[src/include/branch_macros.svh]
`ifndef BRANCH_MACROS_SVH
`define BRANCH_MACROS_SVH

// operand and result data width
`define BR_DATA_W 32

// program counter width
`define BR_ADDR_W 32

// rename tag width, a tag of zero means the value is already present
`define BR_TAG_W 4

// station entries, must stay a power of two so the pointers wrap on their own
`define BR_RS_DEPTH 4

// log2 of the station depth
`define BR_PTR_W 2

`endif

[src/verilog/branchPkg.sv]
`default_nettype none

`include "branch_macros.svh"

package branchPkg;

    // branch and jump opcodes handled by the branch reservation station
    typedef enum logic [3:0] {
        BR_NOP,
        BR_BEQ,
        BR_BNE,
        BR_BLT,
        BR_BGE,
        BR_BLTU,
        BR_BGEU,
        BR_JAL,
        BR_JALR
    } brOpE;

    // one registered result of the branch executor
    typedef struct packed {
        logic                  valid;
        logic                  taken;
        logic [`BR_ADDR_W-1:0] target;
        // link value, broadcast under dest
        logic [`BR_DATA_W-1:0] link;
        logic [`BR_TAG_W-1:0]  dest;
    } brResultT;

endpackage

`default_nettype wire

[src/verilog/wakeupIf.sv]
`timescale 1ns/1ps
`default_nettype none

`include "branch_macros.svh"

// the two result buses that waiting entries snoop for their operands
interface wakeupIf;
    logic                  aluValid;
    logic [`BR_TAG_W-1:0]  aluTag;
    logic [`BR_DATA_W-1:0] aluData;
    logic                  lsValid;
    logic [`BR_TAG_W-1:0]  lsTag;
    logic [`BR_DATA_W-1:0] lsData;

    modport source(output aluValid, aluTag, aluData, lsValid, lsTag, lsData);

    modport snoop(input aluValid, aluTag, aluData, lsValid, lsTag, lsData);
endinterface

`default_nettype wire

[src/verilog/rsEntry.sv]
`timescale 1ns/1ps
`default_nettype none

`include "branch_macros.svh"

module rsEntry (
    input  logic                  clk,
    input  logic                  rst,
    wakeupIf.snoop                snoop,
    input  logic                  alloc,
    input  branchPkg::brOpE       allocOp,
    input  logic [`BR_DATA_W-1:0] allocA,
    input  logic [`BR_DATA_W-1:0] allocB,
    input  logic [`BR_DATA_W-1:0] allocImm,
    input  logic [`BR_TAG_W-1:0]  allocTagA,
    input  logic [`BR_TAG_W-1:0]  allocTagB,
    input  logic [`BR_TAG_W-1:0]  allocDest,
    input  logic [`BR_ADDR_W-1:0] allocPc,
    input  logic                  occupied,
    output logic                  ready,
    output logic [`BR_DATA_W-1:0] opA,
    output logic [`BR_DATA_W-1:0] opB,
    output logic [`BR_DATA_W-1:0] imm,
    output branchPkg::brOpE       op,
    output logic [`BR_ADDR_W-1:0] pc,
    output logic [`BR_TAG_W-1:0]  dest
);
    logic [`BR_TAG_W-1:0]  tagA;
    logic [`BR_TAG_W-1:0]  tagB;
    logic [`BR_DATA_W-1:0] dataA;
    logic [`BR_DATA_W-1:0] dataB;
    logic [`BR_TAG_W-1:0]  nextTagA;
    logic [`BR_TAG_W-1:0]  nextTagB;
    logic [`BR_DATA_W-1:0] nextDataA;
    logic [`BR_DATA_W-1:0] nextDataB;

    // the ALU bus wins if both buses carry the same tag, which the core never does
    always_comb begin
        nextTagA = tagA;
        nextDataA = dataA;
        if (tagA != '0 && snoop.aluValid && snoop.aluTag == tagA) begin
            nextTagA = '0;
            nextDataA = snoop.aluData;
        end else if (tagA != '0 && snoop.lsValid && snoop.lsTag == tagA) begin
            nextTagA = '0;
            nextDataA = snoop.lsData;
        end
    end

    always_comb begin
        nextTagB = tagB;
        nextDataB = dataB;
        if (tagB != '0 && snoop.aluValid && snoop.aluTag == tagB) begin
            nextTagB = '0;
            nextDataB = snoop.aluData;
        end else if (tagB != '0 && snoop.lsValid && snoop.lsTag == tagB) begin
            nextTagB = '0;
            nextDataB = snoop.lsData;
        end
    end

    always_ff @(posedge clk or posedge rst) begin
        if (rst) begin
            tagA <= '0;
            tagB <= '0;
        end else if (alloc) begin
            tagA <= allocTagA;
            tagB <= allocTagB;
        end else begin
            tagA <= nextTagA;
            tagB <= nextTagB;
        end
    end

    always_ff @(posedge clk) begin
        if (alloc) begin
            dataA <= allocA;
            dataB <= allocB;
            imm <= allocImm;
            op <= allocOp;
            pc <= allocPc;
            dest <= allocDest;
        end else begin
            dataA <= nextDataA;
            dataB <= nextDataB;
        end
    end

    // bypassed view, so a broadcast this cycle already counts
    assign opA = nextDataA;
    assign opB = nextDataB;
    assign ready = occupied && nextTagA == '0 && nextTagB == '0;

endmodule

`default_nettype wire

[src/verilog/rsQueuePointers.sv]
`timescale 1ns/1ps
`default_nettype none

`include "branch_macros.svh"

module rsQueuePointers (
    input  logic                 clk,
    input  logic                 rst,
    input  logic                 push,
    input  logic                 pop,
    output logic [`BR_PTR_W-1:0] head,
    output logic [`BR_PTR_W-1:0] tail,
    output logic                 full
);
    logic [`BR_PTR_W:0] count;
    logic               doPush;

    // a push into a full station is dropped
    assign doPush = push && !full;
    assign full = count == (`BR_PTR_W+1)'(`BR_RS_DEPTH);

    always_ff @(posedge clk or posedge rst) begin
        if (rst) begin
            head <= '0;
            tail <= '0;
            count <= '0;
        end else begin
            if (doPush) begin
                tail <= tail + 1'b1;
            end
            if (pop) begin
                head <= head + 1'b1;
            end
            // push and pop together leave the count alone
            if (doPush && !pop) begin
                count <= count + 1'b1;
            end else if (pop && !doPush) begin
                count <= count - 1'b1;
            end
        end
    end

endmodule

`default_nettype wire

[src/verilog/branchStation.sv]
`timescale 1ns/1ps
`default_nettype none

`include "branch_macros.svh"

module branchStation (
    input  logic                  clk,
    input  logic                  rst,
    wakeupIf.snoop                snoop,
    input  logic                  dispatchEn,
    input  branchPkg::brOpE       dispatchOp,
    input  logic [`BR_DATA_W-1:0] dispatchA,
    input  logic [`BR_DATA_W-1:0] dispatchB,
    input  logic [`BR_DATA_W-1:0] dispatchImm,
    input  logic [`BR_TAG_W-1:0]  dispatchTagA,
    input  logic [`BR_TAG_W-1:0]  dispatchTagB,
    input  logic [`BR_TAG_W-1:0]  dispatchDest,
    input  logic [`BR_ADDR_W-1:0] dispatchPc,
    output logic                  full,
    output logic                  issueValid,
    output branchPkg::brOpE       issueOp,
    output logic [`BR_DATA_W-1:0] issueA,
    output logic [`BR_DATA_W-1:0] issueB,
    output logic [`BR_DATA_W-1:0] issueImm,
    output logic [`BR_ADDR_W-1:0] issuePc,
    output logic [`BR_TAG_W-1:0]  issueDest
);
    logic [`BR_PTR_W-1:0]   head;
    logic [`BR_PTR_W-1:0]   tail;
    logic [`BR_RS_DEPTH-1:0] allocVec;
    logic [`BR_RS_DEPTH-1:0] occupied;
    logic [`BR_RS_DEPTH-1:0] ready;
    logic                    pop;

    logic [`BR_DATA_W-1:0] entA [`BR_RS_DEPTH];
    logic [`BR_DATA_W-1:0] entB [`BR_RS_DEPTH];
    logic [`BR_DATA_W-1:0] entImm [`BR_RS_DEPTH];
    branchPkg::brOpE       entOp [`BR_RS_DEPTH];
    logic [`BR_ADDR_W-1:0] entPc [`BR_RS_DEPTH];
    logic [`BR_TAG_W-1:0]  entDest [`BR_RS_DEPTH];

    assign allocVec = (dispatchEn && !full) ? `BR_RS_DEPTH'(1) << tail : '0;

    // in-order issue, only the head entry is ever considered
    assign pop = ready[head];

    rsQueuePointers ptrs (
        .clk (clk),
        .rst (rst),
        .push(dispatchEn),
        .pop (pop),
        .head(head),
        .tail(tail),
        .full(full)
    );

    for (genvar i = 0; i < `BR_RS_DEPTH; i++) begin : gEntry
        rsEntry entry (
            .clk      (clk),
            .rst      (rst),
            .snoop    (snoop),
            .alloc    (allocVec[i]),
            .allocOp  (dispatchOp),
            .allocA   (dispatchA),
            .allocB   (dispatchB),
            .allocImm (dispatchImm),
            .allocTagA(dispatchTagA),
            .allocTagB(dispatchTagB),
            .allocDest(dispatchDest),
            .allocPc  (dispatchPc),
            .occupied (occupied[i]),
            .ready    (ready[i]),
            .opA      (entA[i]),
            .opB      (entB[i]),
            .imm      (entImm[i]),
            .op       (entOp[i]),
            .pc       (entPc[i]),
            .dest     (entDest[i])
        );
    end

    always_ff @(posedge clk or posedge rst) begin
        if (rst) begin
            occupied <= '0;
            issueValid <= 1'b0;
        end else begin
            // head and tail only meet when empty or full, so the two updates never collide
            occupied <= (occupied | allocVec) & ~(pop ? `BR_RS_DEPTH'(1) << head : '0);
            issueValid <= pop;
        end
    end

    always_ff @(posedge clk) begin
        if (pop) begin
            issueOp <= entOp[head];
            issueA <= entA[head];
            issueB <= entB[head];
            issueImm <= entImm[head];
            issuePc <= entPc[head];
            issueDest <= entDest[head];
        end
    end

endmodule

`default_nettype wire

[src/verilog/branchExec.sv]
`timescale 1ns/1ps
`default_nettype none

`include "branch_macros.svh"

module branchExec (
    input  logic                  clk,
    input  logic                  rst,
    input  logic                  issueValid,
    input  branchPkg::brOpE       issueOp,
    input  logic [`BR_DATA_W-1:0] issueA,
    input  logic [`BR_DATA_W-1:0] issueB,
    input  logic [`BR_DATA_W-1:0] issueImm,
    input  logic [`BR_ADDR_W-1:0] issuePc,
    input  logic [`BR_TAG_W-1:0]  issueDest,
    output branchPkg::brResultT   result
);
    logic                  isEqual;
    logic                  lessSigned;
    logic                  lessUnsigned;
    logic                  taken;
    logic [`BR_ADDR_W-1:0] target;
    logic [`BR_ADDR_W-1:0] jumpBase;

    assign isEqual = issueA == issueB;
    assign lessSigned = $signed(issueA) < $signed(issueB);
    assign lessUnsigned = issueA < issueB;

    always_comb begin
        case (issueOp)
            branchPkg::BR_BEQ:  taken = isEqual;
            branchPkg::BR_BNE:  taken = !isEqual;
            branchPkg::BR_BLT:  taken = lessSigned;
            branchPkg::BR_BGE:  taken = !lessSigned;
            branchPkg::BR_BLTU: taken = lessUnsigned;
            branchPkg::BR_BGEU: taken = !lessUnsigned;
            branchPkg::BR_JAL:  taken = 1'b1;
            branchPkg::BR_JALR: taken = 1'b1;
            default:            taken = 1'b0;
        endcase
    end

    // JALR is register relative, everything else is PC relative
    assign jumpBase = (issueOp == branchPkg::BR_JALR) ? `BR_ADDR_W'(issueA) : issuePc;

    always_comb begin
        target = jumpBase + `BR_ADDR_W'(issueImm);
        if (issueOp == branchPkg::BR_JALR) begin
            target[0] = 1'b0;
        end
    end

    always_ff @(posedge clk or posedge rst) begin
        if (rst) begin
            result <= '0;
        end else begin
            result.valid <= issueValid;
            result.taken <= taken;
            result.target <= target;
            result.link <= `BR_DATA_W'(issuePc + `BR_ADDR_W'(4));
            result.dest <= issueDest;
        end
    end

endmodule

`default_nettype wire

[src/verilog/branchTop.sv]
`timescale 1ns/1ps
`default_nettype none

`include "branch_macros.svh"

module branchTop (
    input  logic                  clk,
    input  logic                  rst,
    input  logic                  dispatchEn,
    input  branchPkg::brOpE       dispatchOp,
    input  logic [`BR_DATA_W-1:0] dispatchA,
    input  logic [`BR_DATA_W-1:0] dispatchB,
    input  logic [`BR_DATA_W-1:0] dispatchImm,
    input  logic [`BR_TAG_W-1:0]  dispatchTagA,
    input  logic [`BR_TAG_W-1:0]  dispatchTagB,
    input  logic [`BR_TAG_W-1:0]  dispatchDest,
    input  logic [`BR_ADDR_W-1:0] dispatchPc,
    input  logic                  aluValid,
    input  logic [`BR_TAG_W-1:0]  aluTag,
    input  logic [`BR_DATA_W-1:0] aluData,
    input  logic                  lsValid,
    input  logic [`BR_TAG_W-1:0]  lsTag,
    input  logic [`BR_DATA_W-1:0] lsData,
    output logic                  rsFull,
    output logic                  resultValid,
    output logic                  resultTaken,
    output logic [`BR_ADDR_W-1:0] resultTarget,
    output logic [`BR_DATA_W-1:0] resultLink,
    output logic [`BR_TAG_W-1:0]  resultDest
);
    logic                  issueValid;
    branchPkg::brOpE       issueOp;
    logic [`BR_DATA_W-1:0] issueA;
    logic [`BR_DATA_W-1:0] issueB;
    logic [`BR_DATA_W-1:0] issueImm;
    logic [`BR_ADDR_W-1:0] issuePc;
    logic [`BR_TAG_W-1:0]  issueDest;
    branchPkg::brResultT   result;

    wakeupIf wakeup ();

    assign wakeup.aluValid = aluValid;
    assign wakeup.aluTag = aluTag;
    assign wakeup.aluData = aluData;
    assign wakeup.lsValid = lsValid;
    assign wakeup.lsTag = lsTag;
    assign wakeup.lsData = lsData;

    branchStation station (
        .clk(clk), .rst(rst), .snoop(wakeup.snoop),
        .dispatchEn(dispatchEn), .dispatchOp(dispatchOp),
        .dispatchA(dispatchA), .dispatchB(dispatchB), .dispatchImm(dispatchImm),
        .dispatchTagA(dispatchTagA), .dispatchTagB(dispatchTagB),
        .dispatchDest(dispatchDest), .dispatchPc(dispatchPc), .full(rsFull),
        .issueValid(issueValid), .issueOp(issueOp), .issueA(issueA), .issueB(issueB),
        .issueImm(issueImm), .issuePc(issuePc), .issueDest(issueDest)
    );

    branchExec exec (
        .clk(clk), .rst(rst), .issueValid(issueValid), .issueOp(issueOp),
        .issueA(issueA), .issueB(issueB), .issueImm(issueImm), .issuePc(issuePc),
        .issueDest(issueDest), .result(result)
    );

    assign resultValid = result.valid;
    assign resultTaken = result.taken;
    assign resultTarget = result.target;
    assign resultLink = result.link;
    assign resultDest = result.dest;

endmodule

`default_nettype wire

[config.mk]
export PLATFORM = sky130hd
export DESIGN_NAME = branchTop
export DESIGN_NICKNAME = d
export VERILOG_FILES = /design/src/verilog/branchPkg.sv /design/src/verilog/wakeupIf.sv /design/src/verilog/rsEntry.sv /design/src/verilog/rsQueuePointers.sv /design/src/verilog/branchStation.sv /design/src/verilog/branchExec.sv /design/src/verilog/branchTop.sv
export VERILOG_INCLUDE_DIRS = /design/src /design/src/include
export SDC_FILE = /design/constraint.sdc
export NUM_CORES = 2
export LEC_CHECK = 0
export ABC_CLOCK_PERIOD_IN_PS = 20400
export BUFFER_PORTS_ARGS = -buffer_cell sky130_fd_sc_hd__buf_4
export CORE_MARGIN = 3
export CORE_UTILIZATION = 50
export DETAILED_ROUTE_END_ITERATION = 16
export PLACE_DENSITY = 0.7
export SYNTH_ARGS = -nofsm -noshare
export SYNTH_HDL_FRONTEND = slang
export SYNTH_SLANG_ARGS = --single-unit
[constraint.sdc]
create_clock -name clk -period 20.4 [get_ports clk]
set_clock_uncertainty 0.1 [all_clocks]
set_input_delay 4.08 -clock clk [delete_from_list [all_inputs] [get_ports clk]]
set_output_delay 4.08 -clock clk [all_outputs]
set_load 0.005 [all_outputs]
==> reports/qor.csv <==
stage,metric,value,unit
placement,io_buffers,291,
routing,drc,0,
setup_path,path_buf_inv,5,
setup_path,worstSetupPathType,in -> reg,
clock_network,h-tree-depth,3,
clock_network,cts.sinks,794,
clock_network,cts.path.max_buffers,3,
timing,fin_crit,7.36,ns
global_routing,antenna_found_initial,11,
logic_synthesis,synthFlopType,edfxtp_1,
setup_path,slowest_delay,0.66,ns
layout,final_cell_mix,"nand2_1 (736), edfxtp_1 (424), buf_4 (326)",
logic_synthesis,ys_ff_latch,794,
logic_synthesis,avgSynthCellArea,11.8,sq um
routing,avgRoutedWirePerCell,24.7,microns
timing,clock.fmax,0.136,GHz
logic_synthesis,syn-cell-area,37400,sq um
floorplanning,core,73600,sq um
timing,finalHoldViolations,0,
layout,fin_cells,4392,
setup_path,end_kind,flip-flop,
logic_synthesis,yosys_warnings,0,
power,p_leak,0.0169,uW
min_path,hold_path.class,reg -> reg,
placement,gp_congestion,0.863,
setup_path,critical_path_depth,14,
floorplanning,rows,99,
layout,final_common_cell,nand2_1,
routing,detail-route-antenna-nets,0,
layout,drive_gt1_share,22.7,%
placement,dp_slack,12.34,ns
setup_path,rr_endpoint,station.ptrs.count[2],
routing,vias,26065,
setup_path,cp_max_fo,143,
timing,setup_viol,0,
logic_synthesis,synth_cell_types,65,
setup_path,cp_cell_sequence,"buf_4, or3_1, a21oi_4, buf_4, a211oi_1, nor2_1, a311oi_1, nor2_4, buf_12, inv_2, ha_1, inv_1, fa_1, mux2_2",
layout,fill_cells,5877,
logic_synthesis,syn_inst,3183,
clock_network,cts_resized,0,
setup_path,reg2reg_depth,16,
placement,dp_hpwl,69.2,mm
layout,multiInputGateArea,15700,sq um
floorplanning,die_x,280,microns
clock_network,cts_root_buffer,clkbuf_16,
routing,dr.pass1.iters,6,
logic_synthesis,synth_edf_count,424,
clock_network,ctsHoldBuffers,0,
timing,slew_headroom,24.6,%
power,cellPowerDensity,157,nW/um^2
global_routing,track_usage,27.5,%
global_routing,grt_max_degree,144,
floorplanning,die_y,280,microns
global_routing,grt_pass1_vias,26792,
outcome,status,"finished, final reports clean",
clock_network,clock_latency,0.64,ns
timing,slew_violations,0,
global_routing,grt-ovfl-total,0,
routing,initialDrtViolationCount,2593,
global_routing,grt_first_pass_wirelength,163,mm
setup_path,crit_arrival,7.79,ns
timing,rsz0062_at_grt,false,
layout,synthToLayoutAreaGrowth,15.4,%
timing,setup_slack,13.04,ns
setup_path,crit_path_end,station.ptrs.count[1],
setup_path,ff2ff_setup_slack,15.74,ns
setup_path,required,20.82,ns
floorplanning,die-area,78200,sq um
setup_path,crit_start,aluTag[3],
clock_network,clkSlewWorstSetupHoldPaths,0.06,ns
setup_path,r2r-start,station.gEntry[2].entry.tagB[1],
setup_path,crit_path_frequent_cell,buf_4,
layout,seq_area,20700,sq um
logic_synthesis,ys_async_sr_fraction,14.4,%
placement,dp_cells,4229,
clock_network,cts_buffers,84,
clock_network,cts_tree,built,
setup_path,crit_slowest_cell,buf_4,
logic_synthesis,synthesis.nets,3479,
floorplanning,start_util,50.9,%
setup_path,crit_family,buffers and inverters,
clock_network,cts_setup_buffers,0,
layout,nets,3652,
floorplanning,ios,292,
timing,worst_pin_slew,1.13,ns
setup_path,worst_setup_path_start_kind,primary input,
routing,routed_wl,108,mm
timing,tns,0,ns
routing,vias_per_cell,5.93,
power,ir_drop,0.000151,V
logic_synthesis,yosysSeqAreaShare,55.3,%
timing,period_share,36.1,%
flow_run,maxCapViolations,0,
[power breakdown]
| part | leakage, uW | switching, uW | internal (uW) | total, uW |
|---|---|---|---|---|
| logic | 0.00815 | 1390 | 1150 | 2540 |
| clock network | 0.00138 | 643 | 908 | 1550 |
| registers | 0.00740 | 285 | 2390 | 2670 |
[synthesized netlist by cell type, types with 3 or more instances]
| master | n | area [sq um] |
|---|---|---|
| a31oi_1 | 5 | 31.3 |
| nor2_1 | 41 | 154 |
| nor4_1 | 4 | 25.0 |
| and3_1 | 10 | 62.6 |
| o21ai_0 | 35 | 175 |
| o2111ai_1 | 4 | 35.0 |
| nor3_1 | 27 | 135 |
| xnor2_1 | 84 | 736 |
| a21o_1 | 19 | 143 |
| ha_1 | 73 | 913 |
| inv_2 | 3 | 11.3 |
| nand4_1 | 25 | 156 |
| or3_1 | 11 | 68.8 |
| buf_1 | 32 | 120 |
| o31a_1 | 3 | 26.3 |
| a211oi_1 | 12 | 90.1 |
| o41ai_1 | 11 | 96.3 |
| nand2_1 | 738 | 2770 |
| a21oi_1 | 55 | 275 |
| and4_1 | 3 | 26.3 |
| buf_2 | 49 | 245 |
| xor2_1 | 22 | 193 |
| dfxtp_1 | 256 | 5120 |
| clkbuf_1 | 146 | 548 |
| o31ai_1 | 10 | 75.1 |
| o21ai_1 | 257 | 1290 |
| dfrtp_1 | 114 | 2850 |
| mux2_2 | 156 | 1760 |
| edfxtp_1 | 424 | 12700 |
| nor2b_1 | 7 | 43.8 |
| and2_1 | 8 | 50.1 |
| clkbuf_2 | 11 | 55.1 |
| o21a_1 | 7 | 52.6 |
| mux2i_1 | 257 | 2570 |
| mux4_2 | 136 | 3060 |
| nand2b_1 | 6 | 37.5 |
| nand3_1 | 24 | 120 |
| inv_1 | 60 | 225 |
[final cells by class]
cell class | instances | share of cell area (%)
antenna | 7 | 0.0405
clock buffer | 116 | 5.38
clock inverter | 40 | 1.20
inverter | 64 | 0.596
multi-input combinational | 2085 | 36.4
sequential | 794 | 47.9
tap | 959 | 2.78
timing repair buffer | 327 | 5.71
[cell families (layout without fill, tap and decap cells)]
family | after synthesis | after routing | synth area share [%]
multiplexers | 551 | 551 | 19.8
XOR/XNOR | 106 | 106 | 2.48
AND/OR/NAND/NOR | 911 | 911 | 9.90
adder cells (fa/ha/maj) | 75 | 75 | 2.55
flip-flops | 794 | 794 | 55.3
other | 0 | 7 | 0
buffers and inverters | 304 | 547 | 3.27
AO/OA/AOI/OAI | 442 | 442 | 6.69
[per-stage QoR]
step / instance area [sq um] / hold slack, ns / utilization, % / power (uW)
3_3_place_gp: 40400 / 0.235 / 54.9 / 5100
4_1_cts: 43200 / 0.229 / 58.7 / 6780
3_5_place_dp: 40400 / 0.240 / 54.9 / 5220
6_report: 43200 / 0.222 / 58.7 / 6770
5_1_grt: 43200 / 0.237 / 58.7 / 7140
2_1_floorplan: 37400 / 0.231 / - / 4400
[routing by layer]
layer,routed length [microns],share of wire (%),GRT usage [%],vias to the layer above
met4,4460,4.1,11.7,10
met3,9080,8.4,5.72,253
met2,51600,48,44.8,1179
li1,-,-,-,11761
met1,43100,40,36.1,12862
met5,66,0.061,0,-
[worst min path at each step]
| stage | startpoint | endpoint | depth (start not counted) |
|---|---|---|---|
| after floorplan | station.issueDest[0] | exec.result[0] | 0 |
| after global placement | station.issueDest[1] | exec.result[1] | 0 |
| after detailed placement | station.issueDest[3] | exec.result[3] | 0 |
| after CTS | station.issueDest[3] | exec.result[3] | 0 |
| after global routing | station.issueDest[3] | exec.result[3] | 0 |
| final | station.issueDest[3] | exec.result[3] | 0 |
[flip-flops by register name, summed over array words and instances (netlist names), 32 cells and up]
register                    count
exec.result                    70
station.gEntry.entry.dataA    128
station.gEntry.entry.dataB    128
station.gEntry.entry.imm      128
station.gEntry.entry.pc       128
station.issueA                 32
station.issueB                 32
station.issueImm               32
station.issuePc                32
[worst register-to-register path, cell delays in order, from the launching register on]
cell       delay (ns)
dfrtp_1          0.48
nor3_1           0.61
nor3_1           0.18
o2111ai_4        0.21
buf_4            0.64
inv_1            0.26
a211oi_1         0.27
o311a_1          0.32
nor2_4           0.06
buf_12           0.31
inv_2            0.15
ha_1             0.18
inv_1            0.06
fa_1             0.37
xor2_1           0.15
nor2_1           0.11
xor2_1           0.16
(Power assumes the default switching activity.)
